File: src/common/ao_periph_pkg.sv
// Always-on peripheral subsystem package
// Shared bus widths, address map, block indices and register offsets

package ao_periph_pkg;

  localparam int unsigned AddrWidth = 12;
  localparam int unsigned DataWidth = 32;

  typedef logic [AddrWidth-1:0] addr_t;
  typedef logic [DataWidth-1:0] data_t;

  // Block number lives in the upper address nibble
  localparam int unsigned BlockMsb = 11;
  localparam int unsigned BlockLsb = 8;

  typedef enum logic [1:0] {
    SOC_CTRL_IDX  = 2'd0,
    FAST_INTR_IDX = 2'd1,
    GPIO_IDX      = 2'd2,
    TIMER_IDX     = 2'd3
  } periph_idx_e;

  localparam int unsigned NumPeriph = 4;

  // System control
  localparam logic [7:0] SocExitValidOffs = 8'h00;
  localparam logic [7:0] SocExitValueOffs = 8'h04;
  localparam logic [7:0] SocBootSelOffs   = 8'h08;

  // Fast interrupt controller
  localparam logic [7:0] FicPendingOffs = 8'h00;
  localparam logic [7:0] FicEnableOffs  = 8'h04;

  // GPIO
  localparam logic [7:0] GpioInOffs         = 8'h00;
  localparam logic [7:0] GpioOutOffs        = 8'h04;
  localparam logic [7:0] GpioOutEnOffs      = 8'h08;
  localparam logic [7:0] GpioIntrEnOffs     = 8'h0C;
  localparam logic [7:0] GpioIntrStatusOffs = 8'h10;

  // Timer
  localparam logic [7:0] TimerCountOffs   = 8'h00;
  localparam logic [7:0] TimerCompareOffs = 8'h04;
  localparam logic [7:0] TimerCtrlOffs    = 8'h08;

  localparam int unsigned NumGpioDefault  = 8;
  localparam int unsigned FastIntrDefault = 15;

endpackage

File: src/logic/ao_bus_ctrl.sv
// APB slave control for the always-on peripherals
// Decodes the block number, drives selects and write strobe, muxes read data and errors
`timescale 1ns/1ps

module ao_bus_ctrl
  import ao_periph_pkg::*;
(
  input  logic                 clk_i,
  input  logic                 rst_ni,
  input  addr_t                paddr_i,
  input  logic                 psel_i,
  input  logic                 penable_i,
  input  logic                 pwrite_i,
  input  data_t                pwdata_i,
  output data_t                prdata_o,
  output logic                 pready_o,
  output logic                 pslverr_o,
  output logic [NumPeriph-1:0] sel_o,
  output logic                 we_o,
  output logic [7:0]           offs_o,
  output data_t                wdata_o,
  input  data_t                rdata_i [NumPeriph],
  input  logic [NumPeriph-1:0] hit_i
);

  logic                       setup_q;
  logic                       access;
  logic [BlockMsb-BlockLsb:0] blk;
  logic                       in_range;
  logic                       aligned;
  logic                       err;
  periph_idx_e                blk_idx;

  // Remember that the previous cycle was a setup phase
  always_ff @(posedge clk_i or negedge rst_ni) begin
    if (!rst_ni) begin
      setup_q <= 1'b0;
    end else begin
      setup_q <= psel_i & ~penable_i;
    end
  end

  assign access   = psel_i & penable_i & setup_q;
  assign blk      = paddr_i[BlockMsb:BlockLsb];
  assign in_range = (blk < NumPeriph);
  assign aligned  = (paddr_i[1:0] == 2'b00);
  assign blk_idx  = periph_idx_e'(blk[1:0]);

  // One-hot block select, only for mapped blocks
  always_comb begin
    sel_o = '0;
    if (psel_i && in_range) begin
      sel_o[blk_idx] = 1'b1;
    end
  end

  assign we_o    = access & pwrite_i & in_range & aligned;
  assign offs_o  = paddr_i[7:0];
  assign wdata_o = pwdata_i;

  // Range and alignment first, then ask the block whether the offset exists
  assign err = ~in_range | ~aligned | ~hit_i[blk_idx];

  assign pready_o  = access;
  assign pslverr_o = access & err;
  assign prdata_o  = (access && !err && !pwrite_i) ? rdata_i[blk_idx] : '0;

endmodule

File: src/soc_ctrl/soc_ctrl.sv
// System control registers
// Exit flag and exit value for the host, boot select readback
`timescale 1ns/1ps

module soc_ctrl
  import ao_periph_pkg::*;
(
  input  logic       clk_i,
  input  logic       rst_ni,
  input  logic       sel_i,
  input  logic       we_i,
  input  logic [7:0] offs_i,
  input  data_t      wdata_i,
  input  logic       boot_select_i,
  output data_t      rdata_o,
  output logic       hit_o,
  output logic       exit_valid_o,
  output data_t      exit_value_o
);

  logic wr;

  assign wr = sel_i & we_i;

  always_ff @(posedge clk_i or negedge rst_ni) begin
    if (!rst_ni) begin
      exit_valid_o <= 1'b0;
      exit_value_o <= '0;
    end else if (wr) begin
      if (offs_i == SocExitValidOffs) exit_valid_o <= wdata_i[0];
      if (offs_i == SocExitValueOffs) exit_value_o <= wdata_i;
    end
  end

  // Boot select is read only, so writes there just fall through
  always_comb begin
    rdata_o = '0;
    hit_o   = 1'b1;
    case (offs_i)
      SocExitValidOffs: rdata_o[0] = exit_valid_o;
      SocExitValueOffs: rdata_o    = exit_value_o;
      SocBootSelOffs:   rdata_o[0] = boot_select_i;
      default:          hit_o      = 1'b0;
    endcase
  end

endmodule

File: src/logic/fast_intr_ctrl.sv
// Fast interrupt controller
// Sticky pending bits, write-one-to-clear, masked by an enable register
`timescale 1ns/1ps

module fast_intr_ctrl
  import ao_periph_pkg::*;
#(
  parameter int unsigned Width = FastIntrDefault
) (
  input  logic             clk_i,
  input  logic             rst_ni,
  input  logic             sel_i,
  input  logic             we_i,
  input  logic [7:0]       offs_i,
  input  data_t            wdata_i,
  input  logic [Width-1:0] fast_intr_i,
  output data_t            rdata_o,
  output logic             hit_o,
  output logic [Width-1:0] fast_intr_o
);

  logic [Width-1:0] pending_q;
  logic [Width-1:0] enable_q;
  logic [Width-1:0] clr;
  logic             wr;

  assign wr  = sel_i & we_i;
  assign clr = (wr && offs_i == FicPendingOffs) ? wdata_i[Width-1:0] : '0;

  always_ff @(posedge clk_i or negedge rst_ni) begin
    if (!rst_ni) begin
      pending_q <= '0;
      enable_q  <= '0;
    end else begin
      // New requests win over a clear in the same cycle
      pending_q <= (pending_q & ~clr) | fast_intr_i;
      if (wr && offs_i == FicEnableOffs) begin
        enable_q <= wdata_i[Width-1:0];
      end
    end
  end

  assign fast_intr_o = pending_q & enable_q;

  always_comb begin
    rdata_o = '0;
    hit_o   = 1'b1;
    case (offs_i)
      FicPendingOffs: rdata_o[Width-1:0] = pending_q;
      FicEnableOffs:  rdata_o[Width-1:0] = enable_q;
      default:        hit_o = 1'b0;
    endcase
  end

endmodule

File: src/logic/gpio_ao.sv
// Always-on GPIO
// Output and enable registers, two-flop input sync, rising-edge interrupts
`timescale 1ns/1ps

module gpio_ao
  import ao_periph_pkg::*;
#(
  parameter int unsigned NumGpio = NumGpioDefault
) (
  input  logic               clk_i,
  input  logic               rst_ni,
  input  logic               sel_i,
  input  logic               we_i,
  input  logic [7:0]         offs_i,
  input  data_t              wdata_i,
  input  logic [NumGpio-1:0] gpio_i,
  output data_t              rdata_o,
  output logic               hit_o,
  output logic [NumGpio-1:0] gpio_o,
  output logic [NumGpio-1:0] gpio_en_o,
  output logic [NumGpio-1:0] intr_gpio_o
);

  logic [NumGpio-1:0] sync_q;
  logic [NumGpio-1:0] in_q;
  logic [NumGpio-1:0] prev_q;
  logic [NumGpio-1:0] intr_en_q;
  logic [NumGpio-1:0] rise;
  logic [NumGpio-1:0] clr;
  logic               wr;

  assign wr   = sel_i & we_i;
  assign rise = in_q & ~prev_q & intr_en_q;
  assign clr  = (wr && offs_i == GpioIntrStatusOffs) ? wdata_i[NumGpio-1:0] : '0;

  always_ff @(posedge clk_i or negedge rst_ni) begin
    if (!rst_ni) begin
      sync_q      <= '0;
      in_q        <= '0;
      prev_q      <= '0;
      gpio_o      <= '0;
      gpio_en_o   <= '0;
      intr_en_q   <= '0;
      intr_gpio_o <= '0;
    end else begin
      // Second sync stage doubles as the IN register
      sync_q      <= gpio_i;
      in_q        <= sync_q;
      prev_q      <= in_q;
      intr_gpio_o <= (intr_gpio_o & ~clr) | rise;
      if (wr && offs_i == GpioOutOffs)    gpio_o    <= wdata_i[NumGpio-1:0];
      if (wr && offs_i == GpioOutEnOffs)  gpio_en_o <= wdata_i[NumGpio-1:0];
      if (wr && offs_i == GpioIntrEnOffs) intr_en_q <= wdata_i[NumGpio-1:0];
    end
  end

  always_comb begin
    rdata_o = '0;
    hit_o   = 1'b1;
    case (offs_i)
      GpioInOffs:         rdata_o[NumGpio-1:0] = in_q;
      GpioOutOffs:        rdata_o[NumGpio-1:0] = gpio_o;
      GpioOutEnOffs:      rdata_o[NumGpio-1:0] = gpio_en_o;
      GpioIntrEnOffs:     rdata_o[NumGpio-1:0] = intr_en_q;
      GpioIntrStatusOffs: rdata_o[NumGpio-1:0] = intr_gpio_o;
      default:            hit_o = 1'b0;
    endcase
  end

endmodule

File: src/logic/timer_ao.sv
// Always-on compare timer
// Free-running counter with a level interrupt once count reaches compare
`timescale 1ns/1ps

module timer_ao
  import ao_periph_pkg::*;
(
  input  logic       clk_i,
  input  logic       rst_ni,
  input  logic       sel_i,
  input  logic       we_i,
  input  logic [7:0] offs_i,
  input  data_t      wdata_i,
  output data_t      rdata_o,
  output logic       hit_o,
  output logic       timer_intr_o
);

  data_t count_q;
  data_t compare_q;
  logic  enable_q;
  logic  wr;

  assign wr = sel_i & we_i;

  always_ff @(posedge clk_i or negedge rst_ni) begin
    if (!rst_ni) begin
      count_q   <= '0;
      compare_q <= '0;
      enable_q  <= 1'b0;
    end else begin
      // Software write to COUNT takes priority over counting
      if (wr && offs_i == TimerCountOffs) begin
        count_q <= wdata_i;
      end else if (enable_q) begin
        count_q <= count_q + 1'b1;
      end
      if (wr && offs_i == TimerCompareOffs) begin
        compare_q <= wdata_i;
      end
      if (wr && offs_i == TimerCtrlOffs) begin
        enable_q <= wdata_i[0];
      end
    end
  end

  // Level interrupt, held while enabled and past compare
  assign timer_intr_o = enable_q & (count_q >= compare_q);

  always_comb begin
    rdata_o = '0;
    hit_o   = 1'b1;
    case (offs_i)
      TimerCountOffs:   rdata_o    = count_q;
      TimerCompareOffs: rdata_o    = compare_q;
      TimerCtrlOffs:    rdata_o[0] = enable_q;
      default:          hit_o      = 1'b0;
    endcase
  end

endmodule

File: src/logic/ao_peripheral_subsystem.sv
// Always-on peripheral subsystem top level
// APB slave port in front of system control, fast interrupts, GPIO and timer
`timescale 1ns/1ps

module ao_peripheral_subsystem
  import ao_periph_pkg::*;
#(
  parameter int unsigned NumGpio       = NumGpioDefault,
  parameter int unsigned FastIntrWidth = FastIntrDefault
) (
  input  logic                     clk_i,
  input  logic                     rst_ni,
  input  addr_t                    paddr_i,
  input  logic                     psel_i,
  input  logic                     penable_i,
  input  logic                     pwrite_i,
  input  data_t                    pwdata_i,
  output data_t                    prdata_o,
  output logic                     pready_o,
  output logic                     pslverr_o,
  input  logic                     boot_select_i,
  output logic                     exit_valid_o,
  output data_t                    exit_value_o,
  input  logic [FastIntrWidth-1:0] fast_intr_i,
  output logic [FastIntrWidth-1:0] fast_intr_o,
  input  logic [NumGpio-1:0]       gpio_i,
  output logic [NumGpio-1:0]       gpio_o,
  output logic [NumGpio-1:0]       gpio_en_o,
  output logic [NumGpio-1:0]       intr_gpio_o,
  output logic                     timer_intr_o
);

  logic [NumPeriph-1:0] sel;
  logic [NumPeriph-1:0] hit;
  data_t                rdata [NumPeriph];
  logic                 we;
  logic [7:0]           offs;
  data_t                wdata;

  ao_bus_ctrl bus_ctrl_i (
    .clk_i, .rst_ni,
    .paddr_i, .psel_i, .penable_i, .pwrite_i, .pwdata_i,
    .prdata_o, .pready_o, .pslverr_o,
    .sel_o(sel), .we_o(we), .offs_o(offs), .wdata_o(wdata),
    .rdata_i(rdata), .hit_i(hit)
  );

  soc_ctrl soc_ctrl_i (
    .clk_i, .rst_ni,
    .sel_i(sel[SOC_CTRL_IDX]), .we_i(we), .offs_i(offs), .wdata_i(wdata),
    .boot_select_i,
    .rdata_o(rdata[SOC_CTRL_IDX]), .hit_o(hit[SOC_CTRL_IDX]),
    .exit_valid_o, .exit_value_o
  );

  fast_intr_ctrl #(.Width(FastIntrWidth)) fast_intr_ctrl_i (
    .clk_i, .rst_ni,
    .sel_i(sel[FAST_INTR_IDX]), .we_i(we), .offs_i(offs), .wdata_i(wdata),
    .fast_intr_i,
    .rdata_o(rdata[FAST_INTR_IDX]), .hit_o(hit[FAST_INTR_IDX]),
    .fast_intr_o
  );

  gpio_ao #(.NumGpio(NumGpio)) gpio_ao_i (
    .clk_i, .rst_ni,
    .sel_i(sel[GPIO_IDX]), .we_i(we), .offs_i(offs), .wdata_i(wdata),
    .gpio_i,
    .rdata_o(rdata[GPIO_IDX]), .hit_o(hit[GPIO_IDX]),
    .gpio_o, .gpio_en_o, .intr_gpio_o
  );

  timer_ao timer_ao_i (
    .clk_i, .rst_ni,
    .sel_i(sel[TIMER_IDX]), .we_i(we), .offs_i(offs), .wdata_i(wdata),
    .rdata_o(rdata[TIMER_IDX]), .hit_o(hit[TIMER_IDX]),
    .timer_intr_o
  );

endmodule

File: config.mk
export PLATFORM = sky130hd
export DESIGN_NAME = ao_peripheral_subsystem
export DESIGN_NICKNAME = d
export VERILOG_FILES = /design/src/common/ao_periph_pkg.sv /design/src/logic/ao_bus_ctrl.sv /design/src/soc_ctrl/soc_ctrl.sv /design/src/logic/fast_intr_ctrl.sv /design/src/logic/gpio_ao.sv /design/src/logic/timer_ao.sv /design/src/logic/ao_peripheral_subsystem.sv
export SDC_FILE = /design/constraint.sdc
export NUM_CORES = 1
export LEC_CHECK = 0
export BUFFER_PORTS_ARGS = -buffer_cell sky130_fd_sc_hd__buf_2
export CORE_ASPECT_RATIO = 1.2
export CORE_MARGIN = 2
export CORE_UTILIZATION = 35
export DETAILED_ROUTE_END_ITERATION = 10
export GPL_ROUTABILITY_DRIVEN = 0
export PLACE_DENSITY_LB_ADDON = 0.15
export SETUP_SLACK_MARGIN = 0.4
export SLEW_MARGIN = 30
export SYNTH_ARGS = -nofsm -noshare
export SYNTH_HDL_FRONTEND = slang
export SYNTH_HIERARCHICAL = 1
export SYNTH_SLANG_ARGS = --single-unit
File: constraint.sdc
create_clock -name clk_i -period 5.15 [get_ports clk_i]
set_input_delay 0 -clock clk_i [delete_from_list [all_inputs] [get_ports clk_i]]
set_output_delay 0 -clock clk_i [all_outputs]
set_load 0.02 [all_outputs]
* Word level (Yosys, flattened, before mapping)
Cells that the tools add are included. Widths: inputs -> output; s select.
Word-level totals: register bits after elaboration 185, latch bits 0, RAM bits 0, bits in read-only memories 0, output and inout port bits 107, memories kept 0
Operators by class: $add $sub $neg 1, multiply operators 0, div/mod/pow operators 0, $lt $le $gt $ge 5, equal/unequal tests 4, shifts and indexed selects 0, mux-type cells 22, bitwise gates (word level) 29, reductions and logical operators 23
Operators with widths (count):
- $mux 32 | 5
- $bmux 32 s2 | 1
- $pmux 31 s2 | 1
- $pmux 8 s5 | 1
- $add 32x1->32 const B | 1
- $ge 32x32->1 | 1
- $mux 31 | 1
- $and 15x15->15 | 2
- $pmux 15 s2 | 1
- $and 8x8->8 | 3
- $eq 8x4->1 const B | 2
- $not 8->8 | 2
- $mux 15 | 1
- $not 15->15 | 1
- $or 15x15->15 | 1
- $logic_and 1x1->1 | 13
- $and 1x1->1 | 12
- $eq 8x3->1 const B | 1
- $eq 8x5->1 const B | 1
- $logic_not 8->1 | 1
- $mux 8 | 1
- $or 8x8->8 | 1
- $pmux 1 s3 | 2
- $mux 1 | 5
- other kinds (17) | 23

* Depth between registers and ports, before layout
Gate-level depths: netlist of run 1.
depth after elaboration 11, mapped depth 10, gate-level depth less buffers 8

* Cells and area by module
The synthesis of run 1 kept the hierarchy.
By module, submodules not included:
- timer_ao | times used 1, cells an instance 457, area each 4433.0 um2, sequential area each 1626.6 um2
- gpio_ao | times used 1, cells an instance 192, area each 2516.2 um2, sequential area each 1401.3 um2
- soc_ctrl | times used 1, cells an instance 119, area each 1684.1 um2, sequential area each 825.8 um2
- fast_intr_ctrl | times used 1, cells an instance 140, area each 1652.8 um2, sequential area each 750.7 um2
- ao_bus_ctrl | times used 1, cells an instance 131, area each 1426.4 um2, sequential area each 25.0 um2

* Worst setup path after synthesis of run 1
Ideal clock, no wire load.
path type reg2reg, start point reg bus_ctrl_i.setup_q, end point reg soc_ctrl_i.exit_value_o[0], library setup time 0.125 ns, data arrival time 1.896 ns, path slack 3.128 ns, stages on the path, launching flop included 8, path buffers 2, cell sequence dfrtp_1 -> and3_1 -> and3_1 -> and2_2 -> or3b_1 -> buf_6 -> buf_12 -> mux2_4
Between the ends: word-level cells in the longest chain between the ends 6
RTL lines:
- start, declared | line ao_bus_ctrl.sv:26 | logic setup_q;
- start signal, assigned | line ao_bus_ctrl.sv:39 | setup_q <= psel_i & ~penable_i;
- $and 1x1->1 | line ao_bus_ctrl.sv:43 | assign access = psel_i & penable_i & setup_q;
- via pready_o | line ao_peripheral_subsystem.sv:19 | output logic pready_o,
- $and 1x1->1 (3 in series) | line ao_bus_ctrl.sv:57 | assign we_o = access & pwrite_i & in_range & aligned;
- via we | line ao_peripheral_subsystem.sv:36 | logic we;
- $and 1x1->1 | line soc_ctrl.sv:23 | assign wr = sel_i & we_i;
- $reduce_and 2->1 (no source line)
- end signal, assigned | line soc_ctrl.sv:31 | if (offs_i == SocExitValueOffs) exit_value_o <= wdata_i;
- end, declared | line soc_ctrl.sv:18 | output data_t exit_value_o
The timed path passes the listed nets, and every way through them passes these cells. A chain may end at the register's enable or synchronous reset.

* Worst setup path in the final report of run 1
start point reg timer_ao_i.count_q[0], end point out timer_intr_o
Between the ends: word-level cells in the longest chain between the ends 2
RTL lines:
- start, declared | line timer_ao.sv:19 | data_t count_q;
- start signal, assigned | line timer_ao.sv:34 | count_q <= wdata_i;
- start signal, assigned | line timer_ao.sv:36 | count_q <= count_q + 1'b1;
- $ge 32x32->1 | line timer_ao.sv:48 | assign timer_intr_o = enable_q & (count_q >= compare_q);
- $and 1x1->1 | line timer_ao.sv:48
- end, declared | line ao_peripheral_subsystem.sv:30 | output logic timer_intr_o
Every way passes these cells.

==> impl_metrics.toml, run 1 <==
[run_status]
status = "complete, no violations"

[final_layout]
regArea_mm2 = 0.00463
n_antenna_cell = 0
n_fill_cell = 3291
area_growth_pct = 17.4
drive_gt1_share_pct = 32.7
post_layout_nonfiller_instances = 1684
fin_area_mm2 = 0.0138
final_nets = 1327
multi_input_area_mm2 = 0.00610

[critical_path]
worst-path-max-fanout = 6
path_cells = "inv_1 -> ha_1 -> nand2b_1 -> a2111o_1 -> a311oi_1 -> o21ai_0 -> a31o_2 -> buf_2"
cpPeakStageDelay_ns = 0.46
required_ns = 5.15
critical_path.slowest_cell = "dfrtp_1"
start_kind = "register"
cp-end-kind = "output pin"
reg2reg_depth = 8
cp.arrival_ns = 2.84
worstSetupPathType = "register to output pin"

[logic_synthesis]
syn-cell-area_mm2 = 0.0117
synth_area_leaders = "dfrtp_1 (40%), mux2_4 (8.1%), mux4_2 (6.3%), buf_4 (5.3%), mux2_2 (4.9%)"
yosys_most_used_dff = "dfrtp_1"
yosys_warnings = 6
synth_top_cell_by_area = "dfrtp_1"
synthCells = 1039
synth_top_area_share_pct = 39.5
synth_seq_area_share_pct = 39.5
ys_seq_elements = 185
async_flop_share_pct = 100
yosysUniqueCellTypes = 67
syn_avg_cell_area_um2 = 11.3
synth_edf_count = 0

[clock_tree]
max-clock-path-buffers = 2
numCtsBuffers = 17
root_buffer = "clkbuf_16"
clk_pin_slew_worst_paths_ns = 0.07
postCtsSetupRepairBufs = 0
tritoncts = "built"
cts_num_sinks = 185
cts.htree.levels = 4
clk_latency_ns = 0.44
ctsResizeCount = 0

[placement]
dpl_worst_slack_ns = 2.59
dp_hpwl_um = 21900
port_buffers = 179
placed_area_mm2 = 0.0124
dp_cells = 1580

[die]
rows = 73
core-area_mm2 = 0.0331
pin_count = 180
fp.dieH_um = 204
die_area_mm2 = 0.0349
dieWidth_um = 171
initial_core_util_pct = 35.4

[power_and_ir_drop]
p_sw_share_pct = 25.0
peakVddDrop_mv = 0.174
p_leak_nw = 6.43
intPower_w = 0.00226
switchingPower_w = 0.000754
clock_power_share_pct = 44.3
seq_power_share_pct = 48.6
p_per_area_mw_per_mm2 = 219
pwr-share-comb_pct = 7.1

[route]
drc = 0
dr.first_iter.drc_count = 476
wire_per_inst_um = 18.9
drt-vias-per-instance = 4.93
num_vias = 8296
routed_wl_um = 31800
dr.pass1.iters = 5
drtAntennaViolNets = 0

[global_route]
grt.overflow.total = 0
grt_pass1_wl_um = 50000
antenna_found_initial = 0
grt_pass1_vias = 8674
grt_use_total_pct = 18.7
grt_max_degree = 100

[sta]
relSlewSlack_pct = 41.7
fin_setup_tns_ns = 0
max_clock_freq_ghz = 0.353
fin_crit_sh_pct = 55.1
worstMarginPinSlew_ns = 0.871
fin_skew_ns = 0.0170
finalHoldViolations = 0
setup_slack_ns = 2.31
hold_slack_ns = 0.114
slew_viol_final = 0
finalCriticalPeriod_ns = 2.84
rsz0062_at_grt = "false"
setup_violations = 0

[min_path]
holdCritPathClass = "primary input to register"
hold-path-cell-count = 4

[flow_run]
cap_violations = 0
[critical path: cells and delay by family (launching register included)]
kind            cells  cell delay, ns
compound gates      4            1.30
flops               1            0.46
fa+ha+maj           1            0.28
buf+inv             2            0.23
simple gates        1            0.14
[metrics by stage]
stage / total power [W] / utilization, %
6_report: 0.00302 / 41.6
5_1_grt: 0.00315 / 41.6
4_1_cts: 0.00308 / 41.6
3_5_place_dp: 0.00168 / 37.6
3_3_place_gp: 0.00168 / 37.6
2_1_floorplan: 0.00163 / -
[final timing paths]
check                                      startpoint                          end  slack (ns)
worst min register to register    gpio_ao_i/sync_q[1]            gpio_ao_i/in_q[1]        0.35
worst min-delay path                       paddr_i[6]      soc_ctrl_i/exit_valid_o        0.11
worst max register to register     bus_ctrl_i/setup_q       timer_ao_i/count_q[30]        2.59
max in group asynchronous                      rst_ni       timer_ao_i/count_q[16]        3.95
min in group asynchronous                      rst_ni  soc_ctrl_i/exit_value_o[29]        0.16
worst max-delay path            timer_ao_i/count_q[0]                 timer_intr_o        2.31
[layout by cell type (no fill, tap or decap), types with 22 or more instances in the layout]
master	count
nor2b_1	35
dfrtp_1	185
mux2_2	51
nand4_1	37
and2_1	52
xnor2_1	22
conb_1	41
ha_1	33
inv_1	40
a21oi_1	50
mux4_2	33
buf_2	177
dlygate4sd3_1	72
nand2_1	47
mux2_4	63
nor2_1	50
a22o_1	46
[cell usage after synthesis, types with 8 or more instances]
master / count
dfrtp_1: 185
buf_4: 82
mux2_4: 63
and2_1: 51
mux2_2: 51
nor2_1: 51
a21oi_1: 50
nand2_1: 47
a22o_1: 46
inv_1: 40
nand4_1: 37
nor2b_1: 35
ha_1: 33
mux4_2: 33
xnor2_1: 22
clkbuf_1: 20
buf_2: 19
a21o_1: 15
nand3_1: 11
nor4_1: 11
buf_6: 10
and3_1: 9
o21ai_0: 9
nor3_1: 8
nor4_2: 8
o2bb2ai_1: 8
[sequential cells by signal, summed over array words and instances, names as in the netlist, 8 cells and up]
register	cells
fast_intr_ctrl_i/enable_q	15
fast_intr_ctrl_i/pending_q	15
gpio_ao_i/gpio_en_o	8
gpio_ao_i/gpio_o	8
gpio_ao_i/in_q	8
gpio_ao_i/intr_en_q	8
gpio_ao_i/intr_gpio_o	8
gpio_ao_i/prev_q	8
gpio_ao_i/sync_q	8
soc_ctrl_i/exit_value_o	32
timer_ao_i/compare_q	32
timer_ao_i/count_q	32
[what timing repair did]
item,in CTS,in global routing
endpoints found under the setup margin,0,0
hold buffers,72,0
endpoints found under the hold margin,241,0
[logic make-up (layout without fill, tap and decap cells)]
logic type                 count (synthesis)  after routing  share of synthesized area, %
adders and majority gates                 33             33                          3.53
AOI/OAI and AO/OA                        147            147                          8.77
xor gates and xnor gates                  29             29                          2.17
DFF                                      185            185                          39.5
muxes                                    159            159                          20.4
and+or+nand+nor                          305            305                          15.8
buffers and inverters                    179            335                          9.73
other                                      2             41                        0.0641
[layer usage]
layer | wire, um | up-vias | share of wire (%) | track usage, %
met5 | 0 | - | 0 | 0
met4 | 317 | 0 | 1.0 | 4.18
met3 | 1130 | 16 | 3.5 | 3.04
met2 | 16400 | 157 | 52 | 32.9
met1 | 14000 | 4142 | 44 | 24.1
li1 | - | 3981 | - | -
[power groups by stage]
stage	clock network (W)	registers [W]	logic, W
detailed placement	0	0.00149	0.000187
floorplan	0	0.00149	0.000137
global route	0.00145	0.00147	0.000239
global placement	0	0.00149	0.000186
CTS	0.00139	0.00147	0.000221
finish	0.00134	0.00147	0.000216
[final cells by class]
cell class	count	area share, %
multi-input cells	714	44.3
flip-flops and latches	185	33.7
repair buffers	263	12.6
well taps	450	4.09
clock buffers	19	3.29
inverters	40	1.09
clock inverters	13	0.946
(Power assumes the default switching activity.)
==> run 2, diff against run 1 <==
==> constraint.sdc (replaced) <==
create_clock -name clk_i -period 2.88 [get_ports clk_i]
set_input_delay 0 -clock clk_i [delete_from_list [all_inputs] [get_ports clk_i]]
set_output_delay 0 -clock clk_i [all_outputs]
set_load 0.02 [all_outputs]
==> run 2 against run 1 <==
Global-route usage grew 0.19 points. Wire length shrank 0.65%. Clock power grew 81%. Setup slack lost 1.8 ns. Sequential share of layout area shrank 0.42 points. Clock-buffer cell count shrank 1. Sequential cell count is the same. Non-clock buffer count grew 17. First-iteration DRC count shrank 42%. Critical endpoint unchanged.
==> impl_metrics.toml, run 2 (same netlist as run 1, synthesis figures left out) <==
[critical_path]
reg2reg_depth = 7
start_kind = "register"
worst-path-max-fanout = 3
worstSetupPathType = "register to output pin"
cp-end-kind = "output pin"
rrSetupSlack_ns = 0.64
r2r_start = "bus_ctrl_i/setup_q"
required_ns = 2.88
r2r-end = "fast_intr_ctrl_i/pending_q[6]"
cp.arrival_ns = 2.41

[min_path]
hold-path-cell-count = 4
min_to = "soc_ctrl_i/exit_valid_o"
hold_start = "paddr_i[6]"
holdCritPathClass = "primary input to register"

[clock_tree]
numCtsBuffers = 17
cts_num_sinks = 185
tritoncts = "built"
clk_pin_slew_worst_paths_ns = 0.07
cts.htree.levels = 4
max-clock-path-buffers = 2
root_buffer = "clkbuf_16"
clk_latency_ns = 0.44

[sta]
fin_skew_ns = 0.0151
setup_violations = 0
relSlewSlack_pct = 47.8
setup_slack_ns = 0.466
worstMarginPinSlew_ns = 0.783
max_clock_freq_ghz = 0.414
slew_viol_final = 0
fin_setup_tns_ns = 0
finalHoldViolations = 0
rsz0062_at_grt = "true"
finalCriticalPeriod_ns = 2.41
fin_crit_sh_pct = 83.8

[global_route]
antenna_found_initial = 0
grt_max_degree = 85
grt_pass1_wl_um = 50700
grt.overflow.total = 0
grt_use_total_pct = 18.9
grt_pass1_vias = 8798

[route]
wire_per_inst_um = 18.6
drc = 0
dr.first_iter.drc_count = 274
drt-vias-per-instance = 4.95
num_vias = 8425
drtAntennaViolNets = 0
routed_wl_um = 31600
dr.pass1.iters = 4

[placement]
port_buffers = 179
placed_area_mm2 = 0.0126
dp_hpwl_um = 22700
dpl_worst_slack_ns = 0.519
dp_cells = 1595

[die]
dieWidth_um = 171
pin_count = 180
initial_core_util_pct = 35.4
core-area_mm2 = 0.0331
rows = 73
die_area_mm2 = 0.0349
fp.dieH_um = 204

[final_layout]
n_antenna_cell = 0
reg_top3 = "soc_ctrl_i/exit_value_o (32), timer_ao_i/compare_q (32), timer_ao_i/count_q (32)"
drive_gt1_share_pct = 34.0
layout_common_cells = "dfrtp_1 (183), buf_2 (178), dlygate4sd3_1 (73), mux2_4 (63)"
area_growth_pct = 19.0
final_nets = 1344
fin_area_mm2 = 0.0139
post_layout_nonfiller_instances = 1701
final_common_cell = "dfrtp_1"

[flow_run]
cap_violations = 0

[power_and_ir_drop]
p_leak_nw = 6.53
p_per_area_mw_per_mm2 = 390
peakVddDrop_mv = 0.303
power_w = 0.00544

[run_status]
status = "complete, no violations"
[run 2: cell count changes in the layout (fill, tap and decap cells not counted), moves of 2 or more]
cell        delta
buf_4         +13
clkinvlp_4     -2
dfrtp_2        +2
dfrtp_1        -2
clkinv_4       +3
buf_12         +2
[run 2: final cells by class]
| cell class | count | area (um^2) |
|---|---|---|
| multi-input cells | 714 | 6110 |
| fillers | 3282 | 19100 |
| well taps | 450 | 563 |
| clock buffers | 18 | 439 |
| inverters | 40 | 150 |
| repair buffers | 280 | 1880 |
| flip-flops and latches | 185 | 4630 |
| clock inverters | 14 | 155 |
[run 2: routing by layer]
layer  up-vias  GRT usage [%]  routed length (um)
li1       4006              -                   -
met1      4225           24.3               14000
met2       171           32.8               16000
met3        23           3.10                1170
met4         0           4.90                 477
met5         -              0                   0
[run 2: critical path, stage by stage (launching register included)]
cell and delay [ns]:
dfrtp_1 0.41, ha_1 0.27, nand2b_1 0.15, a2111o_1 0.39, a311oi_2 0.24, o21ai_2 0.10
a31o_2 0.26, buf_2 0.16
[run 2: worst max-delay path by stage]
stage                                 start                    endpoint  depth (start not counted)
floorplan                bus_ctrl_i/setup_q  soc_ctrl_i/exit_value_o[0]                          7
global placement      timer_ao_i/count_q[0]                timer_intr_o                          8
detailed placement    timer_ao_i/count_q[0]                timer_intr_o                          8
CTS                 timer_ao_i/compare_q[0]                timer_intr_o                          7
global route          timer_ao_i/count_q[0]                timer_intr_o                          8
finish              timer_ao_i/compare_q[0]                timer_intr_o                          7
[run 2: per-stage QoR]
stage | hold WS (ns) | utilization (%)
floorplan | -0.296 | -
global placement | 0.108 | 38.1
detailed placement | 0.109 | 38.1
CTS | 0.0564 | 42.1
global route | 0.107 | 42.1
finish | 0.0873 | 42.1
[run 2: report_power, final]
group | internal [W] | switching, W
combinational | 0.000177 | 0.000219
sequential | 0.00261 | 0.00000704
clock | 0.00126 | 0.00116
[run 2: timing repair]
action / 4_1_cts / 5_1_grt
endpoints found under the hold margin: 235 / 0
hold buffers: 73 / 0
buffers inserted: 1 / 0
resized for setup: 4 / 2
endpoints found under the setup margin: 1 / 1
pin swaps: 3 / 1
==> run 3, diff against run 2 <==
==> constraint.sdc (replaced) <==
create_clock -name clk_i -period 2.27 [get_ports clk_i]
set_input_delay 0 -clock clk_i [delete_from_list [all_inputs] [get_ports clk_i]]
set_output_delay 0 -clock clk_i [all_outputs]
set_load 0.02 [all_outputs]
==> run 3 against run 2 <==
Critical path depth did not move. Largest power group unchanged. Non-clock buffer count rose by 64. Sequential power rose by 27%. Setup slack got worse by 0.54 ns. Highest routed layer unchanged. The run now ends with negative setup slack left. Die area did not move.
==> impl_metrics.toml, run 3 (same netlist as run 1, synthesis figures left out) <==
[critical_path]
worst-path-max-fanout = 2
path_cells = "ha_1 -> nand2b_4 -> a2111o_1 -> a311oi_2 -> o21ai_1 -> a31o_2 -> buf_6"
path_buf_inv = 1
cpPeakStageDelay_ns = 0.39
cp.arrival_ns = 2.34
r2r_start = "bus_ctrl_i/setup_q"
required_ns = 2.27
cp-end-kind = "output pin"
r2r-end = "gpio_ao_i/gpio_o[0]"
worstSetupPathType = "register to output pin"
start_kind = "register"
rrSetupSlack_ns = 0.42
critical_path.slowest_cell = "dfrtp_1"
cp_top_family = "compound AO/OA/AOI/OAI gates"
reg2reg_depth = 6

[global_route]
grt_pass1_vias = 9191
grt.overflow.total = 0
antenna_found_initial = 0
grt_pass1_wl_um = 51300
grt_max_degree = 71
grt_use_total_pct = 18.9

[route]
dr.pass1.iters = 4
drtAntennaViolNets = 0
dr.first_iter.drc_count = 305
routed_wl_um = 34300
drc = 0
num_vias = 8666
drt-vias-per-instance = 4.91
wire_per_inst_um = 19.4

[die]
dieWidth_um = 171
pin_count = 180
rows = 73
die_area_mm2 = 0.0349
fp.dieH_um = 204
initial_core_util_pct = 35.4
core-area_mm2 = 0.0331

[sta]
max_clock_freq_ghz = 0.427
finalCriticalPeriod_ns = 2.34
finalHoldViolations = 0
hold_slack_ns = 0.0374
relSlewSlack_pct = 55.6
worstMarginPinSlew_ns = 0.664
slew_viol_final = 0
setup_slack_ns = -0.0707
rsz0062_at_grt = "true"
fin_skew_ns = 0.0117
fin_crit_sh_pct = 103
setup_violations = 1

[placement]
port_buffers = 179
dp_hpwl_um = 23300
placed_area_mm2 = 0.0129
dpl_worst_slack_ns = 0.230

[clock_tree]
cts.htree.levels = 4
cts_num_sinks = 185
tritoncts = "built"
numCtsBuffers = 17
clk_pin_slew_worst_paths_ns = 0.07
root_buffer = "clkbuf_16"
max-clock-path-buffers = 2
clk_latency_ns = 0.44

[final_layout]
n_antenna_cell = 0
layout_common_cells = "dfrtp_1 (167), buf_2 (140), mux2_4 (79), buf_4 (70), dlygate4sd3_1 (59)"
area_growth_pct = 33.3
final_core_util_pct = 47.2
final_nets = 1408
final_common_cell = "dfrtp_1"
fin_area_mm2 = 0.0156
reg_top3 = "soc_ctrl_i/exit_value_o (32), timer_ao_i/compare_q (32), timer_ao_i/count_q (32)"
drive_gt1_share_pct = 45.2

[power_and_ir_drop]
intPower_w = 0.00506
clock_power_share_pct = 42.9
peakVddDrop_mv = 0.331
seq_power_share_pct = 48.8
p_per_area_mw_per_mm2 = 437
p_leak_nw = 7.25
switchingPower_w = 0.00176
p_sw_share_pct = 25.8
pwr-share-comb_pct = 8.4

[min_path]
holdCritPathClass = "primary input to asynchronous set/reset pin"

[run_status]
violations = "negative setup slack"
status = "finished with violations"

[flow_run]
cap_violations = 0
-- run 3: worst max-delay path by stage --
stage | from | end | cells past startpoint
after global placement | paddr_i[1] | soc_ctrl_i/exit_value_o[15] | 8
after CTS | timer_ao_i/compare_q[0] | timer_intr_o | 7
after floorplan | bus_ctrl_i/setup_q | soc_ctrl_i/exit_value_o[0] | 7
after detailed placement | timer_ao_i/compare_q[0] | timer_intr_o | 7
final | timer_ao_i/compare_q[0] | timer_intr_o | 7
after global routing | timer_ao_i/compare_q[0] | timer_intr_o | 7
-- run 3: power by group through the flow --
stage	combinational [W]	sequential (W)	clock, W
final	0.000571	0.00332	0.00292
after global routing	0.000625	0.00333	0.00313
after CTS	0.000557	0.00332	0.00301
after detailed placement	0.000442	0.00339	0
after global placement	0.000440	0.00339	0
after floorplan	0.000315	0.00339	0
-- run 3: repair_timing --
action,4_1_cts,5_1_grt
resized for setup,165,73
gates cloned,2,9
endpoints found under the setup margin,129,135
hold buffers,59,0
endpoints found under the hold margin,340,0
buffers inserted,22,30
pin swaps,21,21
-- run 3: cell type report --
cell class | count | area, um^2
clock inverters | 13 | 111
fillers | 3149 | 17500
repair buffers | 344 | 2980
clock buffers | 19 | 443
multi-input cells | 714 | 6710
well taps | 450 | 563
inverters | 40 | 150
flip-flops and latches | 185 | 4650
-- run 3: metrics by stage --
stage | instances | setup TNS, ns | power [W]
2_1_floorplan | 1078 | 0 | 0.00370
3_3_place_gp | 1611 | 0 | 0.00383
3_5_place_dp | 1611 | 0 | 0.00383
4_1_cts | 1726 | -0.113 | 0.00689
5_1_grt | 1765 | -0.187 | 0.00708
6_report | 1765 | -0.0707 | 0.00682
-- run 3: worst register-to-register path, stage by stage (launching register included) --
cell and delay, ns:
dfrtp_1 0.32, and3_4 0.18, and3_4 0.19, and4bb_4 0.29, buf_8 0.15, nand4b_4 0.24, mux2_4 0.37
-- run 3: per-layer routing --
layer	vias to the layer above	GRT usage, %	wire length [um]
li1	4148	-	-
met1	4340	23.8	14800
met2	155	33.4	17900
met3	23	3.39	1190
met4	0	4.60	433
met5	-	0	0
